File: config.mk
export PLATFORM = sky130hd
export DESIGN_NAME = bin_power
export DESIGN_NICKNAME = d
export VERILOG_FILES = /design/src/logic/fft_mag_pkg.sv /design/src/logic/bin_power.sv
export VERILOG_INCLUDE_DIRS = /design/src /design/src/logic
export SDC_FILE = /design/constraint.sdc
export NUM_CORES = 2
export LEC_CHECK = 0
export BUFFER_PORTS_ARGS = -buffer_cell sky130_fd_sc_hd__buf_4
export CELL_PAD_IN_SITES_DETAIL_PLACEMENT = 0
export CELL_PAD_IN_SITES_GLOBAL_PLACEMENT = 1
export CORE_UTILIZATION = 57
export DETAILED_ROUTE_END_ITERATION = 12
export GPL_TIMING_DRIVEN = 0
export HOLD_SLACK_MARGIN = 0.02
export PLACE_DENSITY_LB_ADDON = 0.3
export SYNTH_ARGS = -nofsm -noshare
export SYNTH_HDL_FRONTEND = slang
export SYNTH_SLANG_ARGS = --single-unit
File: constraint.sdc
create_clock -name clk -period 22.8 [get_ports clk]
set_input_delay 3.42 -clock clk [delete_from_list [all_inputs] [get_ports clk]]
set_output_delay 3.42 -clock clk [all_outputs]
set_load 0.02 [all_outputs]
File: src/logic/fft_mag_cfg.svh
`ifndef FFT_MAG_CFG_SVH
`define FFT_MAG_CFG_SVH

// points per frame, must stay a power of two
`define FFT_TRANSFORM_LEN 32'd1024

// width of one real or imaginary part
`define FFT_SAMPLE_W 32

// bins kept per frame, also the queue depth
`define FFT_HALF_LEN (`FFT_TRANSFORM_LEN / 2)

// index bits for a bin below FFT_HALF_LEN
`define FFT_IDX_W $clog2(`FFT_HALF_LEN)

`endif

File: src/logic/fft_mag_pkg.sv
`include "fft_mag_cfg.svh"

package fft_mag_pkg;

    typedef logic signed [`FFT_SAMPLE_W-1:0]   sample_t;   // one fft component
    typedef logic        [2*`FFT_SAMPLE_W-1:0] power_t;    // re^2 + im^2
    typedef logic        [`FFT_SAMPLE_W-1:0]   mag_t;      // floor of sqrt(power)
    typedef logic        [`FFT_IDX_W-1:0]      bin_idx_t;  // index in kept half

    // one beat of streamed fft output
    typedef struct packed {
        sample_t re;
        sample_t im;
        logic    valid;
        logic    sop;
        logic    eop;
    } fft_beat_t;

    // power with its flags, all on the same pipeline stage
    typedef struct packed {
        power_t power;
        logic   valid;
        logic   sop;
    } power_beat_t;

    typedef struct packed {
        bin_idx_t index;
        power_t   power;
    } queue_entry_t;

    typedef struct packed {
        mag_t     mag;
        bin_idx_t index;
    } mag_result_t;

    typedef enum logic [1:0] {
        GATE_IDLE,
        GATE_ARMED,     // waiting for sop
        GATE_CAPTURE,
        GATE_DONE
    } gate_state_t;

endpackage

File: src/logic/bin_power.sv
`timescale 1ns/10ps

module bin_power (
    input  logic                     clk,
    input  logic                     rst_n,
    input  fft_mag_pkg::fft_beat_t   beat,
    output fft_mag_pkg::power_beat_t pbeat
);
    import fft_mag_pkg::*;

    localparam int unsigned SIGN_BIT = $bits(sample_t) - 1;

    mag_t       abs_re;
    mag_t       abs_im;
    power_t     power_q;
    logic [1:0] valid_d;   // one flop per pipeline stage
    logic [1:0] sop_d;

    // stage one, magnitude of each component
    always_ff @(posedge clk) begin
        if (beat.re[SIGN_BIT]) begin
            abs_re <= mag_t'(~beat.re + 1'b1);
        end else begin
            abs_re <= mag_t'(beat.re);
        end
        if (beat.im[SIGN_BIT]) begin
            abs_im <= mag_t'(~beat.im + 1'b1);
        end else begin
            abs_im <= mag_t'(beat.im);
        end
    end

    // stage two, sum of squares at full width
    always_ff @(posedge clk) begin
        power_q <= power_t'(abs_re) * power_t'(abs_re) +
                   power_t'(abs_im) * power_t'(abs_im);
    end

    always_ff @(posedge clk or negedge rst_n) begin
        if (!rst_n) begin
            valid_d <= '0;
            sop_d   <= '0;
        end else begin
            valid_d <= {valid_d[0], beat.valid};
            sop_d   <= {sop_d[0], beat.sop};
        end
    end

    assign pbeat = '{power: power_q, valid: valid_d[1], sop: sop_d[1]};

    // end of frame only on a real beat
    a_eop_needs_valid: assert property (
        @(posedge clk) disable iff (!rst_n) beat.eop |-> beat.valid
    );

endmodule

==> flow_summary.json <==
{
  "status": "completed",
  "route.vias.total": 44610,
  "async_flop_share": 0.03030,
  "grt_pass1_vias": 50380,
  "holdPathEnd": "valid_d[1]",
  "port_buffers": 132,
  "crit-reg2reg-launch": "abs_im[3]",
  "detail_route.iter0.violations": 3006,
  "cpMostUsedCell": "fa_1",
  "finalWorstSetupSlack_ns": 11.29,
  "clock_latency_ns": 0.56,
  "hold_path.class": "reg -> reg",
  "seq_area_um2": 2663,
  "critical_path_class": "reg -> reg",
  "synth_edf_count": 0,
  "dr.pass1.iters": 6,
  "grt_pass1_wl_um": 303600,
  "fin_crit_sh": 0.5048,
  "final_cells": 8081,
  "fin_util": 0.6055,
  "drcViolationCount": 0,
  "hold_viol": 0,
  "nNetsFinal": 8976,
  "cts_inserted_buffers": 17,
  "hpwlAfterDp_um": 174100,
  "rows": 121,
  "endpoint_kind": "flop",
  "setup_violations": 0,
  "gp_congestion": 1.018,
  "clk_pin_slew_ns": 0.08,
  "antenna_found_initial": 18,
  "synthesis.area_um2": 62500,
  "grt_max_degree": 17,
  "synthCells": 6489,
  "dieArea_um2": 111000,
  "rrSetupSlack_ns": 11.29,
  "tightestPinTransition_ns": 1.218,
  "htree_levels": 4,
  "reg2regPathDepth": 31,
  "grt.overflow.total": 0,
  "cts_buffer_depth": 2,
  "tritoncts": "done",
  "fmax_mhz": 86.88,
  "arrival_ns": 11.90,
  "period_needed_ns": 11.51,
  "pre_cts_ws_ns": 11.75,
  "slew_viol_final": 0,
  "cts.sinks": 132,
  "post_drt_wl_per_cell_um": 25.04,
  "core_um2": 108900,
  "synth_area_per_cell_um2": 9.631,
  "cts_root_buffer": "clkbuf_16",
  "min_path_cells": 0,
  "via_per_inst": 5.520,
  "min_from": "valid_d[0]",
  "relSlewSlack": 0.1878,
  "placed_cells": 8035,
  "die_w_um": 333.1,
  "cpMaxStageDelayCell": "o21ai_0",
  "synth_nets": 8825,
  "ys_warn_count": 0,
  "drive_above_1_share": 0.03036,
  "wl_um": 202300,
  "multi_input_area_um2": 50980,
  "yosys_register_bits": 132,
  "start_util": 0.5742,
  "ys_seq_area_frac": 0.04260,
  "hold_buffers": 0,
  "area_growth_pct": 5.459,
  "synth_area_leaders": "fa_1 (55%), inv_1 (13%), ha_1 (11%), dfxtp_1 (4.1%), and2_1 (3.9%)",
  "skew_ns": 0.02328,
  "synth.distinct_cells": 72,
  "path_max_fanout": 10,
  "grt_usage": 0.3851,
  "fill_cells": 9636,
  "r2r-end": "power_q[60]",
  "post_cts_resize_count": 0,
  "yosysTopAreaCellShare": 0.5545,
  "yosysTopAreaCell": "fa_1",
  "die_y_um": 333.1,
  "synthFlopType": "dfxtp_1",
  "cp-start-kind": "flop",
  "crit_required_ns": 23.19,
  "drtAntennaViolNets": 0,
  "final.setup.tns_ns": 0,
  "max_cap_viol_count": 0,
  "cpPeakStageDelay_ns": 0.96,
  "ioPinCount": 135,
  "rsz0062_at_grt": "no",
  "cts_setup_buffers": 0
}
state kept, by name, indices dropped and copies added (netlist names):
name,cells
power_q,64
abs_im,32
abs_re,32
sop_d,2
valid_d,2
routing by layer:
layer / global-route usage / share of wire
met1: 0.4263 / 0.33
met2: 0.6586 / 0.50
met5: 0.002605 / 0.00032
met4: 0.2857 / 0.090
met3: 0.07634 / 0.078
kinds of logic after synthesis:
logic type / Yosys count / synth area share
AOI/OAI and AO/OA: 298 / 0.03141
xor gates and xnor gates: 173 / 0.02424
adders and majority gates: 2267 / 0.6618
buffers and inverters: 2358 / 0.1417
DFF: 132 / 0.04260
muxes: 8 / 0.001341
and+or+nand+nor: 1253 / 0.09690
final cells by class:
| cell class | count | share of cell area |
|---|---|---|
| antenna | 14 | 0.0005315 |
| buffer | 216 | 0.01242 |
| clock buffer | 17 | 0.006454 |
| clock inverter | 15 | 0.002904 |
| inverter | 2142 | 0.1220 |
| multi-input combinational | 3999 | 0.7734 |
| sequential | 132 | 0.04040 |
| tap | 1414 | 0.02684 |
| timing repair buffer | 132 | 0.01503 |
worst max path at each step:
| stage | startpoint | to | slack [ns] |
|---|---|---|---|
| 2_1_floorplan | abs_im[14] | power_q[63] | 14.45 |
| 3_3_place_gp | abs_im[3] | power_q[60] | 11.69 |
| 3_5_place_dp | abs_im[3] | power_q[56] | 11.75 |
| 4_1_cts | abs_im[3] | power_q[60] | 11.68 |
| 5_1_grt | abs_im[3] | power_q[60] | 11.13 |
| 6_report | abs_im[3] | power_q[60] | 11.29 |
critical path: cells and delay by family (launching register included):
kind            cells  cell delay (ns)
flops               1             0.83
simple gates        3             0.67
compound gates      7             2.45
fa+ha+maj          11             5.32
buf+inv            10             2.04
per-stage QoR:
step	cell area (um2)	hold WS (ns)
floorplan	62500	0.3312
global placement	65260	0.3332
detailed placement	65260	0.3457
CTS	65880	0.3629
global route	65880	0.3701
finish	65910	0.3614
placed cells by master, fill, tap and decap left out, types with 14 or more instances in the layout:
master        n
clkbuf_1    211
dfxtp_1     128
o21bai_1     14
o31ai_1      17
buf_4       134
o21ai_0      59
ha_1        536
nand3_1      24
nor2_1      119
a21o_1       56
fa_1       1731
xor2_1       54
inv_1      2132
xnor2_1     119
a21oi_1      73
diode_2      14
and2_1      388
nor2b_1      16
nand2_1     603
clkbuf_16    17
synthesized netlist by cell type, drive strengths merged (6+ instances only):
cell type / count
a21o: 56
a21oi: 73
a31o: 7
a31oi: 11
and2: 389
and3: 12
clkbuf: 211
clkinv: 8
dfxtp: 128
fa: 1731
ha: 536
inv: 2134
nand2: 604
nand2b: 9
nand3: 24
nand4: 12
nor2: 119
nor2b: 16
nor3: 13
nor4: 6
o211ai: 9
o21a: 8
o21ai: 59
o21bai: 14
o31ai: 18
o41ai: 6
or2: 13
or3: 15
or4: 7
xnor2: 119
xor2: 54
Power is not shown: default switching activity piles up to over one toggle a cycle in this logic, so the estimate is an artifact.
