## config.mk

```make
export PLATFORM = sky130hd
export DESIGN_NAME = half_frame_gate
export DESIGN_NICKNAME = d
export VERILOG_FILES = /design/src/logic/fft_mag_pkg.sv /design/src/logic/half_frame_gate.sv
export VERILOG_INCLUDE_DIRS = /design/src /design/src/logic
export SDC_FILE = /design/constraint.sdc
export NUM_CORES = 1
export LEC_CHECK = 0
export BUFFER_PORTS_ARGS = -buffer_cell sky130_fd_sc_hd__buf_2
export CAP_MARGIN = 20
export CELL_PAD_IN_SITES_DETAIL_PLACEMENT = 0
export CELL_PAD_IN_SITES_GLOBAL_PLACEMENT = 1
export CORE_ASPECT_RATIO = 1.25
export CORE_MARGIN = 10
export CORE_UTILIZATION = 41
export DETAILED_ROUTE_END_ITERATION = 8
export GPL_ROUTABILITY_DRIVEN = 0
export HOLD_SLACK_MARGIN = 0.02
export PLACE_DENSITY_LB_ADDON = 0.1
export SKIP_LAST_GASP = 1
export SLEW_MARGIN = 20
export SYNTH_ARGS = -nofsm -noshare
export SYNTH_HDL_FRONTEND = slang
export SYNTH_SLANG_ARGS = --single-unit
```

## constraint.sdc

```tcl
create_clock -name clk -period 5.72 [get_ports clk]
set_clock_uncertainty 0.1 [all_clocks]
set_input_delay 1.144 -clock clk [delete_from_list [all_inputs] [get_ports clk]]
set_output_delay 1.144 -clock clk [all_outputs]
set_load 0.01 [all_outputs]
```

## src/logic/fft_mag_cfg.svh

```systemverilog
`ifndef FFT_MAG_CFG_SVH
`define FFT_MAG_CFG_SVH

// points per frame, must stay a power of two
`define FFT_TRANSFORM_LEN 32'd1024

// width of one real or imaginary part
`define FFT_SAMPLE_W 32

// bins kept per frame, also the queue depth
`define FFT_HALF_LEN (`FFT_TRANSFORM_LEN / 2)

// index bits for a bin below FFT_HALF_LEN
`define FFT_IDX_W $clog2(`FFT_HALF_LEN)

`endif

```

## src/logic/fft_mag_pkg.sv

```systemverilog
`include "fft_mag_cfg.svh"

package fft_mag_pkg;

    typedef logic signed [`FFT_SAMPLE_W-1:0]   sample_t;   // one fft component
    typedef logic        [2*`FFT_SAMPLE_W-1:0] power_t;    // re^2 + im^2
    typedef logic        [`FFT_SAMPLE_W-1:0]   mag_t;      // floor of sqrt(power)
    typedef logic        [`FFT_IDX_W-1:0]      bin_idx_t;  // index in kept half

    // one beat of streamed fft output
    typedef struct packed {
        sample_t re;
        sample_t im;
        logic    valid;
        logic    sop;
        logic    eop;
    } fft_beat_t;

    // power with its flags, all on the same pipeline stage
    typedef struct packed {
        power_t power;
        logic   valid;
        logic   sop;
    } power_beat_t;

    typedef struct packed {
        bin_idx_t index;
        power_t   power;
    } queue_entry_t;

    typedef struct packed {
        mag_t     mag;
        bin_idx_t index;
    } mag_result_t;

    typedef enum logic [1:0] {
        GATE_IDLE,
        GATE_ARMED,     // waiting for sop
        GATE_CAPTURE,
        GATE_DONE
    } gate_state_t;

endpackage

```

## src/logic/half_frame_gate.sv

```systemverilog
`timescale 1ns/10ps
`include "fft_mag_cfg.svh"

module half_frame_gate (
    input  logic                  clk,
    input  logic                  rst_n,
    input  logic                  start,
    input  logic                  pbeat_valid,
    input  logic                  pbeat_sop,
    output logic                  keep,
    output fft_mag_pkg::bin_idx_t bin_idx
);
    import fft_mag_pkg::*;

    localparam bin_idx_t LAST_IDX = bin_idx_t'(`FFT_HALF_LEN - 1);

    gate_state_t state;
    bin_idx_t    cnt;         // bins kept so far in this frame
    logic        first_hit;
    logic        last_keep;

    // first bin of the frame, sop seen while armed
    assign first_hit = (state == GATE_ARMED) && pbeat_valid && pbeat_sop;

    assign keep      = first_hit || ((state == GATE_CAPTURE) && pbeat_valid);
    assign last_keep = keep && (cnt == LAST_IDX);
    assign bin_idx   = cnt;   // zero while armed

    always_ff @(posedge clk or negedge rst_n) begin
        if (!rst_n) begin
            state <= GATE_IDLE;
            cnt   <= '0;
        end else begin
            case (state)
                GATE_IDLE: begin
                    if (start) begin
                        state <= GATE_ARMED;
                    end
                end
                GATE_ARMED, GATE_CAPTURE: begin
                    // start is ignored here, capture runs to the half frame
                    if (keep) begin
                        if (last_keep) begin
                            state <= GATE_DONE;
                            cnt   <= '0;
                        end else begin
                            state <= GATE_CAPTURE;
                            cnt   <= cnt + 1'b1;
                        end
                    end
                end
                GATE_DONE: begin
                    state <= GATE_IDLE;   // one cycle only
                end
                default: begin
                    state <= GATE_IDLE;
                end
            endcase
        end
    end

    // index restarts at zero on sop and only runs inside a capture
    a_keep_in_window: assert property (
        @(posedge clk) disable iff (!rst_n)
        keep |-> ((state == GATE_ARMED) && pbeat_sop && (cnt == '0)) ||
                 ((state == GATE_CAPTURE) && (cnt != '0))
    );

endmodule

```

==> results of run 1 <==
-- layout make-up --
cell class              instances  area, µm²
clock buffers                   4       26.3
inverters                       6       22.5
flip-flops and latches         11        275
well taps                      18       22.5
repair buffers                 14       70.1
fillers                       167        769
multi-input cells              60        395
-- power groups by stage --
| stage | logic [µW] | registers [µW] | clock network (µW) |
|---|---|---|---|
| final | 157 | 116 | 52.2 |
| after floorplan | 115 | 120 | 0 |
| after global routing | 182 | 121 | 61.1 |
| after CTS | 160 | 117 | 55.7 |
| after global placement | 159 | 118 | 0 |
| after detailed placement | 159 | 118 | 0 |
-- cell usage after synthesis, drive strengths merged, types with 2 or more instances --
library cell / n / area, µm²
dfrtp: 11 / 275
a21o: 2 / 15.0
nand2: 15 / 58.8
nand3: 7 / 45.0
ha: 6 / 75.1
a21oi: 4 / 20.0
nor4: 3 / 18.8
nand3b: 2 / 15.0
o21ai: 2 / 10.0
o311ai: 3 / 33.8
nor2: 9 / 48.8
inv: 6 / 22.5
-- cells by family (layout without fill, tap and decap cells) --
group                    after synthesis  after routing  synth area share
adder cells (fa/ha/maj)                6              6             0.108
buffers and inverters                  7             24            0.0394
AND/OR/NAND/NOR                       39             39             0.301
flip-flops                            11             11             0.394
AO/OA/AOI/OAI                         15             15             0.158
-- layer usage --
layer  vias up  routed length (µm)  GRT usage
li1        312                   -          -
met1       268                 705      0.110
met2        12                 695      0.140
met3         2                 101     0.0346
met4         0                   8     0.0353
met5         -                   0          0
-- worst max-delay path: stages --
cell	delay, ps
buf_2	100
a21o_1	190
nand2_1	110
inv_2	40
buf_2	130
-- how the worst min path moves through the flow --
| stage | slack [ps] | start | depth (start not counted) | to |
|---|---|---|---|---|
| after floorplan | 410 | state[1] | 1 | state[1] |
| after global placement | 380 | bin_idx[8] | 2 | bin_idx[8] |
| after detailed placement | 400 | bin_idx[8] | 2 | bin_idx[8] |
| after CTS | 410 | bin_idx[8] | 2 | bin_idx[8] |
| after global routing | 470 | bin_idx[8] | 2 | bin_idx[8] |
| final | 410 | bin_idx[8] | 2 | bin_idx[8] |
-- state kept, by name (all words and copies together), names as in the netlist --
| signal | flops |
|---|---|
| bin_idx | 9 |
| state | 2 |
-- through the flow --
stage,total power [µW],worst slack [ps],std cells,area (µm²)
6_report,325,2750,113,812
5_1_grt,364,2720,113,812
4_1_cts,332,2750,113,812
3_5_place_dp,277,2750,109,786
3_3_place_gp,277,2760,109,786
2_1_floorplan,235,2990,78,698
==> flow_metrics.env, run 1 <==
export IMPL_status="completed"
export IMPL_cts_tree="built"
export IMPL_syn_mean_instance_area_um2=8.95
export IMPL_drtPass1Iterations=4
export IMPL_vias=594
export IMPL_worst_skew_pair_late_latency_ps=260
export IMPL_synth_edff_count=0
export IMPL_async_flop_share=1.00
export IMPL_fp_dieW_um=56.9
export IMPL_drt_iter0_drc=16
export IMPL_setup_worst_path_end_class="primary output"
export IMPL_cts_setup_buffers=0
export IMPL_cts_max_level=1
export IMPL_initial_core_util=0.441
export IMPL_hp_class="flop to flop"
export IMPL_drc=0
export IMPL_comb_power_share=0.482
export IMPL_wirelength_um=1510
export IMPL_arrival_ps=1720
export IMPL_grt_pass1_vias=630
export IMPL_clkPwrFrac=0.161
export IMPL_powerDensity_nw_per_um2=401
export IMPL_core_area_um2=1580
export IMPL_worstSetupEndpoint="keep"
export IMPL_globalRoute_totalOverflow=0
export IMPL_cts_sinks=11
export IMPL_critPathRequiredTime_ps=4480
export IMPL_cts_hold_buf=0
export IMPL_path_max_fanout=3
export IMPL_reg2reg_depth=6
export IMPL_worstMarginPinSlew_ps=490
export IMPL_p_int_uw=186
export IMPL_via_per_inst=5.26
export IMPL_finalCritPeriodShare=0.518
export IMPL_holdWs_ps=406
export IMPL_grt_max_degree=15
export IMPL_die_h_um=66.1
export IMPL_ios=15
export IMPL_p_leak_uw=0.000460
export IMPL_drv_slew=0
export IMPL_setup_tns_ps=0
export IMPL_drv_cap=0
export IMPL_ir_drop_uv=181
export IMPL_slew_headroom=0.673
export IMPL_final_cell_mix="14 x nand2_1, 14 x buf_2, 11 x dfrtp_1, 7 x nor2_1, 6 x ha_1"
export IMPL_cts_made_buffers=3
export IMPL_layout_nets=107
export IMPL_r2r_end="bin_idx[7]"
export IMPL_synth_seq_area_share=0.394
export IMPL_crit_path_start_kind="input pin"
export IMPL_fin_util=0.513
export IMPL_fp_dieArea_um2=3760
export IMPL_netlist_area_um2=698
export IMPL_wl_per_cell_um=13.4
export IMPL_io_buffers=14
export IMPL_synth_nets=89
export IMPL_ys_seq_elements=11
export IMPL_row_count=16
export IMPL_grt_pass1_wl_um=2840
export IMPL_cts_root_buf="clkbuf_4"
export IMPL_synth_warnings=0
export IMPL_antenna_found_initial=0
export IMPL_clk_pin_slew_ps=70
export IMPL_max_freq_mhz=337
export IMPL_syn_to_final_growth_pct=16.3
export IMPL_startpoint="pbeat_sop"
export IMPL_ys_flop_type="dfrtp_1"
export IMPL_hpwlAfterDp_um=1150
export IMPL_layout_drive_gt1_share=0.263
export IMPL_rsz0062_at_grt="false"
export IMPL_netlist_instances=78
export IMPL_antennaDiodeCount=0
export IMPL_clock_path_buffers=2
export IMPL_ant_nets=0
export IMPL_ff2ff_setup_slack_ps=3550
export IMPL_p_sw_frac=0.427
export IMPL_seqPwrFrac=0.357
export IMPL_crit_type="input pin to primary output"
export IMPL_switchingPower_uw=139
export IMPL_setup_violations=0
export IMPL_cts_resized=0
export IMPL_ys_types=25
export IMPL_timing_rr_start="bin_idx[0]"
export IMPL_track_usage=0.0906
export IMPL_period_needed_ps=2970
export IMPL_hold_viol=0
(Power assumes the default switching activity.)
==> run 2, diff against run 1 <==
--- a/config.mk
+++ b/config.mk
@@ -12,7 +12,7 @@
 export CELL_PAD_IN_SITES_GLOBAL_PLACEMENT = 1
 export CORE_ASPECT_RATIO = 1.25
 export CORE_MARGIN = 10
-export CORE_UTILIZATION = 41
+export CORE_UTILIZATION = 34
 export DETAILED_ROUTE_END_ITERATION = 8
 export GPL_ROUTABILITY_DRIVEN = 0
 export HOLD_SLACK_MARGIN = 0.02
==> constraint.sdc (replaced) <==
create_clock -name clk -period 2.7 [get_ports clk]
set_clock_uncertainty 0.1 [all_clocks]
set_input_delay 0.54 -clock clk [delete_from_list [all_inputs] [get_ports clk]]
set_output_delay 0.54 -clock clk [all_outputs]
set_load 0.01 [all_outputs]
==> flow_metrics.env, run 2 (synthesized netlist as in run 1, its figures left out) <==
export IMPL_hpwlAfterDp_um=1250
export IMPL_drv_slew=0
export IMPL_dpl_cell_area_um2=788
export IMPL_fp_dieArea_um2=4280
export IMPL_hp_class="input pin to async pin"
export IMPL_cts_sinks=11
export IMPL_io_buffers=14
export IMPL_largest_reg_flops=9
export IMPL_wirelength_um=1640
export IMPL_seqPwrFrac=0.353
export IMPL_drt_iter0_drc=9
export IMPL_syn_to_final_growth_pct=16.7
export IMPL_cts_setup_buffers=0
export IMPL_cts_root_buf="clkbuf_4"
export IMPL_p_leak_uw=0.000460
export IMPL_cts_tree="built"
export IMPL_track_usage=0.0865
export IMPL_via_per_inst=5.26
export IMPL_slowest_delay_ps=520
export IMPL_drc=0
export IMPL_row_count=18
export IMPL_layout_drive_gt1_share=0.263
export IMPL_max_freq_mhz=466
export IMPL_ios=15
export IMPL_crit_path_start_kind="flop"
export IMPL_path_delay_family="adder cells"
export IMPL_slew_headroom=0.675
export IMPL_ant_nets=0
export IMPL_rsz0062_at_grt="false"
export IMPL_cts_hold_buf=0
export IMPL_clkPwrFrac=0.164
export IMPL_path_cells="ha_1, nand3_1, nor4_1, ha_1, a311o_1, o311ai_2"
export IMPL_switchingPower_uw=301
export IMPL_grt_max_degree=15
export IMPL_path_common_cell="ha_1"
export IMPL_core_area_um2=1960
export IMPL_setup_slack_ps=556
export IMPL_vias=605
export IMPL_ir_drop_uv=470
export IMPL_design_area_um2=815
export IMPL_wl_per_cell_um=14.3
export IMPL_globalRoute_totalOverflow=0
export IMPL_grt_pass1_wl_um=3010
export IMPL_worst_skew_pair_late_latency_ps=270
export IMPL_period_needed_ps=2140
export IMPL_p_sw_frac=0.432
export IMPL_final_cell_mix="14 x nand2_1, 14 x buf_2, 11 x dfrtp_1, 7 x nor2_1, 6 x ha_1"
export IMPL_power_uw=697
export IMPL_finalCritPeriodShare=0.794
export IMPL_initial_core_util=0.356
export IMPL_status="completed"
export IMPL_die_h_um=70.7
export IMPL_powerDensity_nw_per_um2=855
export IMPL_setup_worst_path_end_class="flop"
export IMPL_path_max_fanout=14
export IMPL_critPathRequiredTime_ps=2740
export IMPL_holdWs_ps=35.4
export IMPL_dp_slack_ps=542
export IMPL_clk_pin_slew_ps=70
export IMPL_p_int_uw=396
export IMPL_layout_nets=107
export IMPL_cts_made_buffers=3
export IMPL_crit_type="flop to flop"
export IMPL_cts_resized=0
export IMPL_hold_viol=0
export IMPL_comb_power_share=0.483
export IMPL_cts_max_level=1
export IMPL_drtPass1Iterations=4
export IMPL_setup_tns_ps=0
export IMPL_grt_pass1_vias=664
export IMPL_crit_slowest_cell="ha_1"
export IMPL_worstMarginPinSlew_ps=487
export IMPL_setup_violations=0
export IMPL_path_buf_inv=0
export IMPL_fp_dieW_um=60.5
export IMPL_antennaDiodeCount=0
export IMPL_arrival_ps=2180
export IMPL_antenna_found_initial=0
export IMPL_drv_cap=0
export IMPL_clock_path_buffers=2
==> run 2: cell counts in the layout (fill, tap and decap cells not counted) <==
No cell type changed its count.
==> run 2: final timing paths <==
path / depth (start not counted) / slack [ps] / end / startpoint
setup / recovery: 6 / 560 / bin_idx[7] / bin_idx[0]
hold / removal: 1 / 40 / state[0] / rst_n
setup reg to reg: 6 / 560 / bin_idx[7] / bin_idx[0]
hold reg to reg: 2 / 410 / bin_idx[8] / bin_idx[8]
max in group asynchronous: 1 / 2250 / state[1] / rst_n
min in group clk: 2 / 410 / bin_idx[8] / bin_idx[8]
==> run 2: routing by layer <==
metal | vias to the layer above | share of wire | track usage
li1 | 311 | - | -
met1 | 275 | 0.46 | 0.0977
met3 | 5 | 0.050 | 0.0232
met5 | - | 0 | 0
met4 | 0 | 0.022 | 0.0367
met2 | 14 | 0.47 | 0.146
==> run 2: cell type report <==
cell class | instances | area (µm²)
fill | 207 | 1140
sequential | 11 | 275
multi-input combinational | 60 | 395
timing repair buffer | 14 | 70.1
tap | 20 | 25.0
clock buffer | 4 | 26.3
inverter | 6 | 22.5
==> run 2: power groups by stage <==
stage	sequential, µW	combinational, µW	clock [µW]
2_1_floorplan	255	243	0
4_1_cts	246	344	119
5_1_grt	253	393	125
6_report	246	337	114
3_5_place_dp	250	341	0
3_3_place_gp	248	342	0
==> run 2: stage by stage <==
| step | cells | util |
|---|---|---|
| after global placement | 111 | 0.402 |
| after CTS | 115 | 0.416 |
| after global routing | 115 | 0.416 |
| after detailed placement | 111 | 0.402 |
| final | 115 | 0.416 |
| after floorplan | 78 | - |
==> run 3, diff against run 2 <==
--- a/config.mk
+++ b/config.mk
@@ -12,7 +12,7 @@
 export CELL_PAD_IN_SITES_GLOBAL_PLACEMENT = 1
 export CORE_ASPECT_RATIO = 1.25
 export CORE_MARGIN = 10
-export CORE_UTILIZATION = 34
+export CORE_UTILIZATION = 38
 export DETAILED_ROUTE_END_ITERATION = 8
 export GPL_ROUTABILITY_DRIVEN = 0
 export HOLD_SLACK_MARGIN = 0.02
==> constraint.sdc (replaced) <==
create_clock -name clk -period 2.25 [get_ports clk]
set_clock_uncertainty 0.1 [all_clocks]
set_input_delay 0.45 -clock clk [delete_from_list [all_inputs] [get_ports clk]]
set_output_delay 0.45 -clock clk [all_outputs]
set_load 0.01 [all_outputs]
==> flow_metrics.env, run 3 (synthesized netlist as in run 1, its figures left out) <==
export IMPL_status="completed"
export IMPL_power_uw=854
export IMPL_cts_root_buf="clkbuf_4"
export IMPL_setup_violations=0
export IMPL_hold_viol=0
export IMPL_layout_nets=109
export IMPL_cts_made_buffers=3
export IMPL_wl_per_cell_um=14.8
export IMPL_hpwlAfterDp_um=1300
export IMPL_drv_slew=0
export IMPL_die_h_um=67.9
export IMPL_timing_rr_start="bin_idx[0]"
export IMPL_holdCritStartpoint="start"
export IMPL_slew_headroom=0.725
export IMPL_drc=0
export IMPL_drtPass1Iterations=4
export IMPL_globalRoute_totalOverflow=0
export IMPL_ios=15
export IMPL_cts_sinks=11
export IMPL_startpoint="state[0]"
export IMPL_core_area_um2=1770
export IMPL_crit_type="flop to primary output"
export IMPL_layout_drive_gt1_share=0.289
export IMPL_fp_dieArea_um2=3960
export IMPL_setup_tns_ps=0
export IMPL_cts_tree="built"
export IMPL_antennaDiodeCount=0
export IMPL_final_cell_mix="14 x nand2_1, 14 x buf_2, 11 x dfrtp_1, 7 x nor2_1"
export IMPL_ir_drop_uv=441
export IMPL_setup_worst_path_end_class="primary output"
export IMPL_ant_nets=0
export IMPL_drt_iter0_drc=9
export IMPL_antenna_found_initial=0
export IMPL_io_buffers=14
export IMPL_path_max_fanout=3
export IMPL_via_per_inst=5.59
export IMPL_powerDensity_nw_per_um2=1020
export IMPL_row_count=17
export IMPL_clk_pin_slew_ps=70
export IMPL_wirelength_um=1710
export IMPL_fp_dieW_um=58.3
export IMPL_worstMarginPinSlew_ps=412
export IMPL_vias=649
export IMPL_p_leak_uw=0.000468
export IMPL_period_needed_ps=2000
export IMPL_cts_setup_buffers=0
export IMPL_hp_class="input pin to flop"
export IMPL_drv_cap=0
export IMPL_crit_slowest_cell="dfrtp_1"
export IMPL_max_freq_mhz=499
export IMPL_clock_path_buffers=2
export IMPL_rsz0062_at_grt="false"
export IMPL_largest_reg_flops=9
export IMPL_path_cells="inv_1, ha_1, a21o_1, nand2_1, inv_2, buf_2"
export IMPL_syn_to_final_growth_pct=20.3
export IMPL_arrival_ps=1450
export IMPL_critPathRequiredTime_ps=1700
export IMPL_initial_core_util=0.395
export IMPL_grt_pass1_vias=664
export IMPL_crit_path_start_kind="flop"
export IMPL_finalCritPeriodShare=0.890
export IMPL_worst_skew_pair_late_latency_ps=280
export IMPL_track_usage=0.0981
export IMPL_fillers=183
export IMPL_slowest_delay_ps=380
export IMPL_grt_max_degree=12
export IMPL_cts_max_level=1
export IMPL_grt_pass1_wl_um=2940
-- run 3: path summary, 6_finish.rpt --
path                         endpoint  slack, ps  cells after the start
max                              keep        250                      6
min                          state[0]        370                      3
max reg2reg                bin_idx[6]        270                      8
min reg2reg                bin_idx[8]        430                      2
max in group asynchronous  bin_idx[8]       1380                      2
min in group asynchronous    state[0]        470                      2
-- run 3: through the flow --
step / worst slack [ps] / hold slack [ps] / util / cells / instance area [µm²]
finish: 247 / 372 / 0.476 / 116 / 840
global route: 34.9 / 402 / 0.476 / 116 / 840
CTS: 182 / 376 / 0.471 / 116 / 831
detailed placement: 186 / 245 / 0.450 / 111 / 795
global placement: 297 / 239 / 0.450 / 111 / 795
floorplan: 337 / 54.4 / - / 78 / 698
-- run 3: routing by layer --
layer | GRT usage | vias to the layer above | part of all wire | routed length, µm
li1 | - | 315 | - | -
met1 | 0.0976 | 316 | 0.42 | 725
met2 | 0.166 | 14 | 0.49 | 835
met3 | 0.0278 | 4 | 0.059 | 101
met4 | 0.0824 | 0 | 0.030 | 51
met5 | 0 | - | 0 | 0
-- run 3: area by class of cell --
class | instances | area [µm²] | area share
Clock buffer | 4 | 26.3 | 0.0313
Inverter | 6 | 22.5 | 0.0268
Multi-Input combinational cell | 60 | 404 | 0.481
Sequential cell | 11 | 275 | 0.328
Tap cell | 19 | 23.8 | 0.0283
Timing Repair Buffer | 16 | 87.6 | 0.104
-- run 3: power breakdown --
part	internal (µW)	switching [µW]
Combinational	170	246
Sequential	244	53.5
Clock	69.0	72.4
-- run 3: worst max-delay path: cells and delay by family (launching register included) --
family / cells / cell delay (ps)
simple gates: 1 / 120
compound gates: 1 / 180
flops: 1 / 380
fa+ha+maj: 1 / 220
buf+inv: 3 / 260
-- run 3: repair_timing --
item                       4_1_cts  5_1_grt
setup endpoints to repair        0        4
hold endpoints to repair        11        0
hold buffers                     1        0
resized for setup                0        2
