**src/logic/fft_mag_cfg.svh**
```systemverilog
`ifndef FFT_MAG_CFG_SVH
`define FFT_MAG_CFG_SVH

// points per frame, must stay a power of two
`define FFT_TRANSFORM_LEN 32'd1024

// width of one real or imaginary part
`define FFT_SAMPLE_W 32

// bins kept per frame, also the queue depth
`define FFT_HALF_LEN (`FFT_TRANSFORM_LEN / 2)

// index bits for a bin below FFT_HALF_LEN
`define FFT_IDX_W $clog2(`FFT_HALF_LEN)

`endif

```
**src/logic/fft_mag_pkg.sv**
```systemverilog
`include "fft_mag_cfg.svh"

package fft_mag_pkg;

    typedef logic signed [`FFT_SAMPLE_W-1:0]   sample_t;   // one fft component
    typedef logic        [2*`FFT_SAMPLE_W-1:0] power_t;    // re^2 + im^2
    typedef logic        [`FFT_SAMPLE_W-1:0]   mag_t;      // floor of sqrt(power)
    typedef logic        [`FFT_IDX_W-1:0]      bin_idx_t;  // index in kept half

    // one beat of streamed fft output
    typedef struct packed {
        sample_t re;
        sample_t im;
        logic    valid;
        logic    sop;
        logic    eop;
    } fft_beat_t;

    // power with its flags, all on the same pipeline stage
    typedef struct packed {
        power_t power;
        logic   valid;
        logic   sop;
    } power_beat_t;

    typedef struct packed {
        bin_idx_t index;
        power_t   power;
    } queue_entry_t;

    typedef struct packed {
        mag_t     mag;
        bin_idx_t index;
    } mag_result_t;

    typedef enum logic [1:0] {
        GATE_IDLE,
        GATE_ARMED,     // waiting for sop
        GATE_CAPTURE,
        GATE_DONE
    } gate_state_t;

endpackage

```
**src/logic/isqrt_seq.sv**
```systemverilog
`timescale 1ns/10ps
`include "fft_mag_cfg.svh"

module isqrt_seq (
    input  logic                     clk,
    input  logic                     rst_n,
    input  logic                     start,
    input  fft_mag_pkg::power_t      radicand,
    input  fft_mag_pkg::bin_idx_t    tag,
    output logic                     busy,
    output logic                     done,
    output fft_mag_pkg::mag_result_t result
);
    import fft_mag_pkg::*;

    localparam int unsigned W      = `FFT_SAMPLE_W;
    localparam int unsigned STEP_W = $clog2(W);

    power_t            rad;      // radicand, top two bits consumed per step
    logic [W+1:0]      rem;      // signed partial remainder
    logic [W+1:0]      rem_sh;
    logic [W+1:0]      rem_nx;
    mag_t              root;
    bin_idx_t          tag_q;
    logic [STEP_W-1:0] step;

    assign rem_sh = {rem[W-1:0], rad[2*W-1 -: 2]};

    // non-restoring step, sign of the old remainder picks add or subtract
    always_comb begin
        if (rem[W+1]) begin
            rem_nx = rem_sh + {root, 2'b11};
        end else begin
            rem_nx = rem_sh - {root, 2'b01};
        end
    end

    always_ff @(posedge clk) begin
        if (start) begin
            rad   <= radicand;
            rem   <= '0;
            root  <= '0;
            tag_q <= tag;   // travels with the result
        end else if (busy) begin
            rad  <= rad << 2;
            rem  <= rem_nx;
            root <= {root[W-2:0], ~rem_nx[W+1]};
        end
    end

    always_ff @(posedge clk or negedge rst_n) begin
        if (!rst_n) begin
            busy <= 1'b0;
            done <= 1'b0;
            step <= '0;
        end else begin
            done <= 1'b0;
            if (start) begin
                busy <= 1'b1;
                step <= '0;
            end else if (busy) begin
                step <= step + 1'b1;
                if (step == STEP_W'(W - 1)) begin
                    busy <= 1'b0;   // last result bit settles now
                    done <= 1'b1;
                end
            end
        end
    end

    assign result = '{mag: root, index: tag_q};

    // no start while running, nor in the result cycle
    a_start_when_idle: assert property (
        @(posedge clk) disable iff (!rst_n) start |-> !busy && !done
    );

endmodule

```
**config.mk**
```make
export PLATFORM = sky130hd
export DESIGN_NAME = isqrt_seq
export DESIGN_NICKNAME = d
export VERILOG_FILES = /design/src/logic/fft_mag_pkg.sv /design/src/logic/isqrt_seq.sv
export VERILOG_INCLUDE_DIRS = /design/src /design/src/logic
export SDC_FILE = /design/constraint.sdc
export NUM_CORES = 1
export LEC_CHECK = 0
export BUFFER_PORTS_ARGS = -buffer_cell sky130_fd_sc_hd__buf_2
export CAP_MARGIN = 20
export CORE_MARGIN = 1
export CORE_UTILIZATION = 55
export CTS_CLUSTER_SIZE = 8
export DETAILED_ROUTE_END_ITERATION = 10
export PLACE_DENSITY_LB_ADDON = 0.1
export SETUP_SLACK_MARGIN = 0.3
export SLEW_MARGIN = 5
export SYNTH_ARGS = -nofsm -noshare
export SYNTH_HDL_FRONTEND = slang
export SYNTH_SLANG_ARGS = --single-unit
```
**constraint.sdc**
```tcl
create_clock -name clk -period 6.8 [get_ports clk]
set_clock_uncertainty 0.05 [all_clocks]
set_input_delay 0.68 -clock clk [delete_from_list [all_inputs] [get_ports clk]]
set_output_delay 0.68 -clock clk [all_outputs]
set_load 0.005 [all_outputs]
```
==> results of run 1 <==
==> flip-flops by register name, summed over array words and instances, names as in the netlist <==
name and flops:
step 5, root 32, rem 33, done 1, rad 64, busy 1, tag_q 9
==> power breakdown <==
part / internal, uW / leakage (uW) / switching (uW)
Sequential: 1070 / 0.00139 / 121
Combinational: 890 / 0.00231 / 1280
Clock: 596 / 0.000309 / 415
Total: 2550 / 0.00401 / 1820
==> critical path, cell delays in order (launching register included) <==
cell,delay [ns]
dfxtp_2,1.02
xnor2_1,0.23
ha_1,0.43
a21oi_1,0.35
o21ai_2,0.10
or4b_4,0.52
a211o_1,0.26
a211o_1,0.26
a221o_1,0.32
==> routing by layer <==
layer / part of all wire (%) / global-route usage [%] / vias up
li1: - / - / 2981
met3: 7.4 / 7.72 / 28
met5: 0 / 0 / -
met2: 46 / 41.0 / 210
met1: 45 / 35.4 / 2941
met4: 1.6 / 8.02 / 0
==> cell usage in the layout, fill, tap and decap left out, types with 17 or more instances in the layout <==
cell type	count
edfxtp_1	73
nand2_1	49
xnor2_1	39
a21oi_1	36
nor2_1	73
dfxtp_1	64
o21ai_0	34
buf_2	117
ha_1	34
mux2i_1	40
mux2_2	63
clkbuf_16	17
==> logic make-up after synthesis <==
logic type      share of synthesized area [%]
xor+xnor                                 5.20
mux                                      14.0
buf+inv                                  2.85
fa+ha+maj                                5.38
compound gates                           13.1
simple gates                             13.1
flops                                    46.4
==> worst paths after layout <==
check                           end  slack, ns  depth (start not counted)
max                         rem[30]       3.15                          8
min                         step[4]       0.02                          1
max reg2reg                 rem[30]       3.15                          8
min reg2reg                  rem[7]       0.42                          2
max in group asynchronous      busy       6.51                          1
min in group clk           tag_q[6]       0.37                          1
==> Yosys cell counts (2+ instances only) <==
cell,number,area (sq um)
o2111ai_1,5,43.8
edfxtp_1,73,2190
o21ai_0,34,170
dfrtp_1,7,175
nand2b_1,3,18.8
ha_1,34,425
a21o_1,7,52.6
dfxtp_1,65,1300
o21a_1,9,67.6
mux2_2,63,709
nor2_1,74,278
or3_1,9,56.3
a21oi_4,2,32.5
mux2i_1,40,400
nor3_1,11,55.1
buf_6,2,22.5
clkbuf_1,36,135
a221oi_1,4,35.0
a211o_1,5,43.8
a21oi_1,36,180
and2_1,5,31.3
a21boi_0,5,37.5
a32o_1,4,40.0
nand2_1,49,184
inv_1,11,41.3
nor3b_1,4,30.0
nor2b_1,2,12.5
nand4_1,14,87.6
xnor2_1,39,342
a211oi_1,11,82.6
nor4_1,7,43.8
o211ai_1,9,67.6
a31oi_1,2,12.5
and3_1,6,37.5
o311ai_0,2,17.5
nand3_1,12,60.1
nand3b_1,2,15.0
a32oi_1,3,26.3
xor2_1,8,70.1
a22oi_1,2,15.0
or4_1,4,30.0
buf_1,5,18.8
==> metrics by stage <==
stage / area [sq um] / setup slack, ns / hold WS (ns) / instances
2_1_floorplan: 7910 / 3.55 / 0.334 / 748
3_5_place_dp: 8580 / 3.27 / 0.409 / 1006
4_1_cts: 9220 / 3.19 / 0.0125 / 1038
5_1_grt: 9220 / 2.99 / 0.0226 / 1038
6_report: 9220 / 3.15 / 0.0243 / 1038
3_3_place_gp: 8580 / 3.38 / 0.399 / 1006
==> cell type report <==
cell class | instances | area [sq um] | area share (%)
Timing Repair Buffer | 122 | 623 | 6.76
Clock buffer | 17 | 425 | 4.61
Sequential cell | 145 | 3670 | 39.8
Inverter | 11 | 41.3 | 0.448
Clock inverter | 15 | 211 | 2.29
Multi-Input combinational cell | 548 | 4020 | 43.6
Tap cell | 180 | 225 | 2.44
==> reports/qor.csv, run 1 <==
stage,metric,value,unit
placed_design,portBuffers,118,
timing,fin_crit_sh,53.6,%
global_route,grt_util_all_layers,26.4,%
min_path,min_path_type,in2async,
route,wl_per_cell,18.1,um
timing,finalMaxSlewViolations,0,
yosys,syn_nets,858,
cts,cts_buffers,17,
route,finalWirelength,18.8,mm
cells_and_area,area_growth,16.5,%
placed_design,dp_hpwl,12.9,mm
yosys,synth_ff_type,edfxtp_1,
cts,cts_setup_buffers,0,
yosys,synth_warnings,0,
yosys,synth_edf_count,73,
power,ir_drop,0.000256,V
flow_run,drv_cap,0,
power,p_per_area,474,nW/um^2
setup_path,required,7.06,ns
timing,relSlewSlack,26.4,%
cells_and_area,fin_util,66.2,%
floorplan,die_y,122,um
cts,clkTransAtPathRegs,0.07,ns
power,finalPower,4370,uW
route,viasPerCell,5.93,
power,leakage,0.00401,uW
global_route,overflow,0,
timing,max_freq,0.274,GHz
placed_design,place_congestion,0.974,
cts,cts_sinks,145,
yosys,ys_ff_latch,145,
global_route,grt_pass1_vias,5951,
floorplan,core,13900,sq um
yosys,netlist_instances,748,
timing,tightestPinTransition,1.10,ns
cells_and_area,fillers,1108,
yosys,syn_avg_cell_area,10.6,sq um
yosys,synth_cell_types,65,
timing,hold_violations,0,
global_route,antenna_found_initial,0,
outcome,status,"complete, no violations",
cts,hold_buffers,0,
global_route,grt_start_max_net_pins,80,
route,vias,6160,
setup_path,cp-startpoint,rem[33],
floorplan,die_w,122,um
route,firstDrtPassIters,5,
yosys,yosysSeqAreaShare,46.4,%
setup_path,r2r-start,rem[33],
global_route,grt_pass1_wl,30.2,mm
cells_and_area,nNetsFinal,955,
cts,htree_levels,4,
timing,fin_tns_setup,0,ns
floorplan,io_pins,119,
cts,clk_latency,0.43,ns
floorplan,die_area,14900,sq um
route,drt_iter0_drc,448,
route,drc_errors,0,
yosys,async_reset_ff_share,4.83,%
yosys,synthesis.area,7910,sq um
route,ant_nets,0,
cts,clock-root-buffer,clkbuf_16,
timing,rsz0062_at_grt,no,
setup_path,critPathKind,reg2reg,
cts,clk_path_buf_depth,2,
setup_path,cp.arrival,3.91,ns
cts,cts_tree,built,
cts,cts_resized,0,
timing,fin_crit,3.65,ns
floorplan,rows,43,
floorplan,initial_core_util,56.8,%
cells_and_area,drive_above_1_share,27.0,%
timing,setup_viol,0,
setup_path,cp-start-kind,flop,
setup_path,cp_max_fo,33,
cells_and_area,antennaDiodeCount,0,
setup_path,crit_path_end_kind,flop,
(Power assumes the default switching activity.)
==> run 2, diff against run 1 <==
- clock period: 6.8 -> 3.5 ns (I/O delays scaled with it)
==> run 2 against run 1 <==
  * Register-to-register slack lost 2.7 ns
  * Largest power group unchanged
  * Largest cell class unchanged
  * Utilization is 0.36 points higher
  * Final area grew 0.54%
  * Via count about the same
  * Critical path type unchanged
  * Power up 93%
  * Non-clock buffer count increased by 7
  * Count of clock-buffer cells in the layout is the same
==> reports/qor.csv, run 2 (synthesized netlist as in run 1, its figures left out) <==
stage,metric,value,unit,change
timing,fin_crit,3.06,ns,was 3.65 ns
outcome,status,"complete, no violations",,unchanged
cts,cts_buffers,17,,unchanged
timing,max_freq,0.327,GHz,was 0.274 GHz
power,leakage,0.00405,uW,was 0.00401 uW
cells_and_area,fin_util,66.5,%,was 66.2%
global_route,overflow,0,,unchanged
cts,cts_sinks,145,,unchanged
min_path,min_from,tag[1],,
global_route,grt_util_all_layers,26.0,%,was 26.4%
cells_and_area,final-instance-count-excl-fill,1045,,"was 1,038"
timing,finalHoldWorstSlack,0.0406,ns,was 0.0243 ns
min_path,min_path_type,in2reg,,was in2async
global_route,globalRouteMet1Util,34.4,%,was 35.4%
global_route,gr-usage-met2,40.3,%,was 41.0%
timing,tightestPinTransition,0.881,ns,was 1.10 ns
setup_path,required,3.77,ns,was 7.06 ns
placed_design,place_congestion,0.982,,was 0.974
route,viasPerCell,5.90,,was 5.93
global_route,grt_pass1_wl,30.1,mm,was 30.2 mm
cells_and_area,drive_above_1_share,27.4,%,was 27.0%
cts,clk_latency,0.43,ns,about the same
cells_and_area,antennaDiodeCount,0,,unchanged
floorplan,io_pins,119,,unchanged
global_route,grt-busiest-layer,met2,,unchanged
power,ir_drop,0.000540,V,was 0.000256 V
timing,rsz0062_at_grt,no,,unchanged
floorplan,rows,43,,unchanged
timing,fin_crit_sh,87.4,%,was 53.6%
placed_design,placed_cells,1012,,"was 1,006"
cells_and_area,final_common_cell,buf_2,,unchanged
route,drt_iter0_drc,363,,was 448
global_route,gr-usage-met3,7.77,%,was 7.72%
placed_design,dp_hpwl,13.3,mm,was 12.9 mm
route,finalWirelength,18.6,mm,was 18.8 mm
cts,clock-root-buffer,clkbuf_16,,unchanged
cts,clk_path_buf_depth,2,,unchanged
setup_path,critPathKind,reg2reg,,unchanged
route,wl_per_cell,17.8,um,was 18.1 um
cells_and_area,nNetsFinal,962,,was 955
setup_path,cp_max_fo,19,,was 33
timing,setup_viol,0,,unchanged
timing,relSlewSlack,40.6,%,was 26.4%
cells_and_area,area_growth,17.1,%,was 16.5%
power,p_per_area,911,nW/um^2,was 474 nW/um^2
setup_path,cp.arrival,3.33,ns,was 3.91 ns
cts,clkTransAtPathRegs,0.07,ns,about the same
setup_path,cp-startpoint,rem[33],,unchanged
flow_run,drv_cap,0,,unchanged
cells_and_area,largestRegisters,"rad (64), rem (33), root (32)",,unchanged
setup_path,cp-start-kind,flop,,unchanged
floorplan,die_w,122,um,unchanged
cells_and_area,final_cell_mix,"117 x buf_2, 74 x nor2_1, 73 x edfxtp_1",,"was 117 x buf_2, 73 x nor2_1, 73 x edfxtp_1"
route,drc_errors,0,,unchanged
timing,hold_violations,0,,unchanged
timing,finalMaxSlewViolations,0,,unchanged
floorplan,die_area,14900,sq um,unchanged
setup_path,r2r-start,rem[33],,unchanged
cts,htree_levels,4,,unchanged
global_route,grt_start_max_net_pins,66,,was 80
global_route,antenna_found_initial,0,,unchanged
cells_and_area,largest_reg_flops,64,,unchanged
floorplan,die_y,122,um,unchanged
cts,cts_tree,built,,unchanged
floorplan,core,13900,sq um,unchanged
global_route,grt_pass1_vias,6086,,"was 5,951"
placed_design,portBuffers,118,,unchanged
setup_path,r2r_slack,0.44,ns,was 3.15 ns
floorplan,initial_core_util,56.8,%,unchanged
timing,fin_tns_setup,0,ns,unchanged
route,firstDrtPassIters,5,,unchanged
route,ant_nets,0,,unchanged
route,vias,6164,,"was 6,160"
setup_path,crit_path_end_kind,flop,,unchanged
cells_and_area,largest_register,rad,,unchanged
==> run 2: changes by cell type in the layout (fill, tap and decap cells not counted) <==
cell / delta
buf_12: +1
buf_4: +5
bufinv_16: -1
clkinv_2: +1
clkinv_8: +1
dlygate4sd3_1: +1
inv_6: -2
inv_8: +1
nor2_1: +1
nor2_2: -1
==> run 2: report_power, final <==
part	total (uW)	switching (uW)	leakage, uW	internal, uW
clock	1900	812	0.000303	1090
sequential	2230	153	0.00139	2080
combinational	4310	2570	0.00235	1740
total	8440	3530	0.00405	4910
==> run 2: stage by stage <==
step	cell area [sq um]	total power, uW	setup slack (ns)
after floorplan	7920	5530	0.472
after global placement	8640	6340	0.510
after detailed placement	8640	6450	0.461
after CTS	9270	8390	0.446
after global routing	9270	8980	0.305
final	9270	8440	0.441
==> run 2: worst paths after layout <==
kind                            end  depth (start not counted)
setup / recovery            rem[30]                          9
setup reg to reg            rem[30]                          9
max in group asynchronous      busy                          2
hold / removal             tag_q[1]                          1
min in group asynchronous   step[3]                          2
hold reg to reg             rem[14]                          2
==> run 2: what timing repair did <==
item | 4_1_cts | 5_1_grt
endpoints found under the hold margin | 7 | 0
buffers inserted | 0 | 0
hold buffers | 1 | 0
gates resized for setup | 0 | 0
==> run 2: cell type report <==
class	count	area [sq um]
tap	180	225
multi-input combinational	548	4020
clock inverter	15	196
sequential	145	3670
clock buffer	17	425
timing repair buffer	129	691
fill	1113	4660
inverter	11	41.3
==> run 2: critical path: stages (launching register included) <==
cell and delay, ns:
dfxtp_2 0.33, buf_4 0.31, xnor2_1 0.11, ha_1 0.39, a21oi_1 0.21, o21ai_0 0.14
or4b_4 0.56, a211o_1 0.26, a211o_1 0.26, a221o_1 0.31
==> run 2: layer usage <==
layer  part of all wire (%)  vias up
li1                       -     2991
met1                     46     2943
met2                     46      206
met3                    6.5       24
met4                    1.5        0
met5                      0        -
==> run 3, diff against run 2 <==
- RECOVER_POWER: default -> 50
==> run 3 against run 2 <==
  * Global-route usage did not move
  * Worst hold slack barely moved
  * Highest routed layer unchanged
  * Via count rose by 0.54%
  * Worst setup slack got worse by 0.00067 ns
  * Critical path depth fell by 7
  * Non-clock buffer count did not move
  * First-iteration DRC count fell by 2.8%
  * Combinational power barely moved
  * Power barely moved
  * Wire length barely moved
  * Final area fell by 0.43%
==> reports/qor.csv, run 3 (synthesized netlist as in run 1, its figures left out) <==
stage,metric,value,unit,change
outcome,status,"complete, no violations",,unchanged
cts,hold_buffers,1,,unchanged
route,ant_nets,0,,unchanged
power,ir_drop,0.000542,V,was 0.000540 V
power,pwr-share-seq,26.4,%,about the same
setup_path,r2r-end,rem[18],,was rem[30]
cells_and_area,largestRegisters,"rad (64), rem (33), root (32)",,unchanged
route,viasPerCell,5.93,,was 5.90
cts,clock-root-buffer,clkbuf_16,,unchanged
timing,finalMaxSlewViolations,0,,unchanged
route,firstDrtPassIters,5,,unchanged
route,drt_iter0_drc,353,,was 363
power,intPower,4910,uW,about the same
cells_and_area,final_cell_mix,"90 x buf_2, 74 x nor2_1, 73 x edfxtp_1",,"was 117 x buf_2, 74 x nor2_1, 73 x edfxtp_1"
timing,rsz0062_at_grt,no,,unchanged
min_path,min_from,tag[1],,unchanged
global_route,grt_pass1_vias,6086,,unchanged
power,leakage,0.00394,uW,was 0.00405 uW
power,clkPwrFrac,22.6,%,was 22.5%
cells_and_area,nNetsFinal,962,,unchanged
cts,cts_setup_buffers,0,,unchanged
timing,fin_crit,3.06,ns,about the same
setup_path,r2r-start,rem[33],,unchanged
setup_path,slowest_stage,clkbuf_2,,was or4b_4
cells_and_area,antennaDiodeCount,0,,unchanged
cells_and_area,largest_reg_flops,64,,unchanged
placed_design,place_ws,0.461,ns,unchanged
floorplan,die_y,122,um,unchanged
cts,htree_levels,4,,unchanged
cts,cts_buffers,17,,unchanged
placed_design,place_congestion,0.982,,unchanged
global_route,antenna_found_initial,0,,unchanged
cells_and_area,drive_above_1_share,24.0,%,was 27.4%
setup_path,r2r.worst_path.cells,9,,unchanged
setup_path,crit_path_end_kind,output port,,was flop
timing,fin_ws,0.440,ns,was 0.441 ns
timing,fin_tns_setup,0,ns,unchanged
global_route,grt_util_all_layers,26.0,%,unchanged
min_path,min_to,tag_q[1],,unchanged
cts,cts_sinks,145,,unchanged
cts,clk_latency,0.43,ns,about the same
floorplan,die_w,122,um,unchanged
setup_path,slowest_delay,1.09,ns,was 0.56 ns
setup_path,cp_max_fo,50,,was 19
timing,fin_crit_sh,87.4,%,about the same
timing,relSlewSlack,2.76,%,was 40.6%
floorplan,io_pins,119,,unchanged
placed_design,dp_hpwl,13.3,mm,unchanged
floorplan,core,13900,sq um,unchanged
cts,cts_resized,0,,unchanged
floorplan,rows,43,,unchanged
timing,max_freq,0.327,GHz,about the same
timing,hold_violations,0,,unchanged
flow_run,drv_cap,0,,unchanged
timing,tightestPinTransition,1.46,ns,was 0.881 ns
setup_path,cp.arrival,2.66,ns,was 3.33 ns
min_path,min_path_cells,1,,unchanged
power,switching_share,41.9,%,about the same
route,finalWirelength,18.6,mm,about the same
setup_path,r2r_slack,0.44,ns,about the same
setup_path,crit_chain,clkbuf_2 -> buf_2,,was buf_4 -> xnor2_1 -> ha_1 -> a21oi_1 -> o21ai_0 -> or4b_4 -> a211o_1 -> a211o_1 -> a221o_1
global_route,overflow,0,,unchanged
cts,clkTransAtPathRegs,0.07,ns,about the same
min_path,min_path_type,in2reg,,unchanged
route,wl_per_cell,17.8,um,about the same
cts,cts_tree,built,,unchanged
global_route,grt_pass1_wl,30.1,mm,unchanged
cts,clk_path_buf_depth,2,,unchanged
route,vias,6197,,"was 6,164"
setup_path,critPathKind,reg2out,,was reg2reg
power,switchingPower,3540,uW,was 3530 uW
cells_and_area,final_common_cell,buf_2,,unchanged
floorplan,initial_core_util,56.8,%,unchanged
power,p_comb_share,51.0,%,was 51.1%
route,drc_errors,0,,unchanged
setup_path,cp-start-kind,flop,,unchanged
floorplan,die_area,14900,sq um,unchanged
cells_and_area,largest_register,rad,,unchanged
timing,setup_viol,0,,unchanged
cells_and_area,area_growth,16.6,%,was 17.1%
power,p_per_area,915,nW/um^2,was 911 nW/um^2
setup_path,required,3.10,ns,was 3.77 ns
placed_design,portBuffers,118,,unchanged
global_route,grt_start_max_net_pins,66,,unchanged
cells_and_area,fillers,1131,,"was 1,113"
[run 3: changes by cell type in the layout (fill, tap and decap cells not counted)]
cell / change
dfrtp_2: -1
and2_1: -1
buf_4: -2
inv_1: +1
buf_2: -27
and2_0: +1
clkbuf_2: +2
buf_1: +1
dfrtp_1: +1
inv_2: -1
clkbuf_1: +26
[run 3: power groups by stage]
stage / sequential (uW) / clock [uW] / combinational, uW
after floorplan: 2200 / 0 / 3330
after global placement: 2250 / 0 / 4090
after detailed placement: 2260 / 0 / 4190
after CTS: 2230 / 1940 / 4220
after global routing: 2250 / 2000 / 4720
final: 2230 / 1910 / 4310
[run 3: critical path: cells and delay by family (launching register included)]
family | cells | cell delay (ns)
flops | 1 | 0.84
buf+inv | 2 | 1.38
[run 3: final cells by class]
class	instances	area (sq um)	share of cell area [%]
multi-input combinational	548	4020	43.6
clock inverter	15	196	2.13
clock buffer	17	425	4.61
sequential	145	3670	39.8
timing repair buffer	129	652	7.06
tap	180	225	2.44
inverter	11	41.3	0.447
[run 3: worst max-delay path by stage]
stage          startpoint       to  slack (ns)  cells past startpoint
3_5_place_dp      rem[33]  rem[30]        0.46                      9
3_3_place_gp      rem[33]  rem[30]        0.51                      9
2_1_floorplan     rem[33]  rem[30]        0.47                     11
6_report             busy     busy        0.44                      2
4_1_cts           rem[33]  rem[30]        0.45                      9
5_1_grt              busy     busy        0.26                      2
[run 3: stage by stage]
stage | cells | cell area, sq um | power, uW | hold WS [ns] | utilization (%)
after global routing | 1045 | 9230 | 8980 | 0.0218 | 66.2
final | 1045 | 9230 | 8440 | 0.0404 | 66.2
after detailed placement | 1012 | 8640 | 6450 | 0.146 | 62.0
after CTS | 1045 | 9270 | 8390 | 0.0193 | 66.5
after global placement | 1012 | 8640 | 6340 | 0.136 | 62.0
after floorplan | 748 | 7920 | 5530 | 0.00441 | -
[run 3: metal layers]
metal	part of all wire, %	wire (um)	vias to the layer above	GRT usage (%)
met2	46	8520	203	40.3
met5	0	0	-	0
met4	1.6	293	0	9.03
li1	-	-	2993	-
met3	7.0	1310	30	7.77
met1	46	8450	2971	34.4
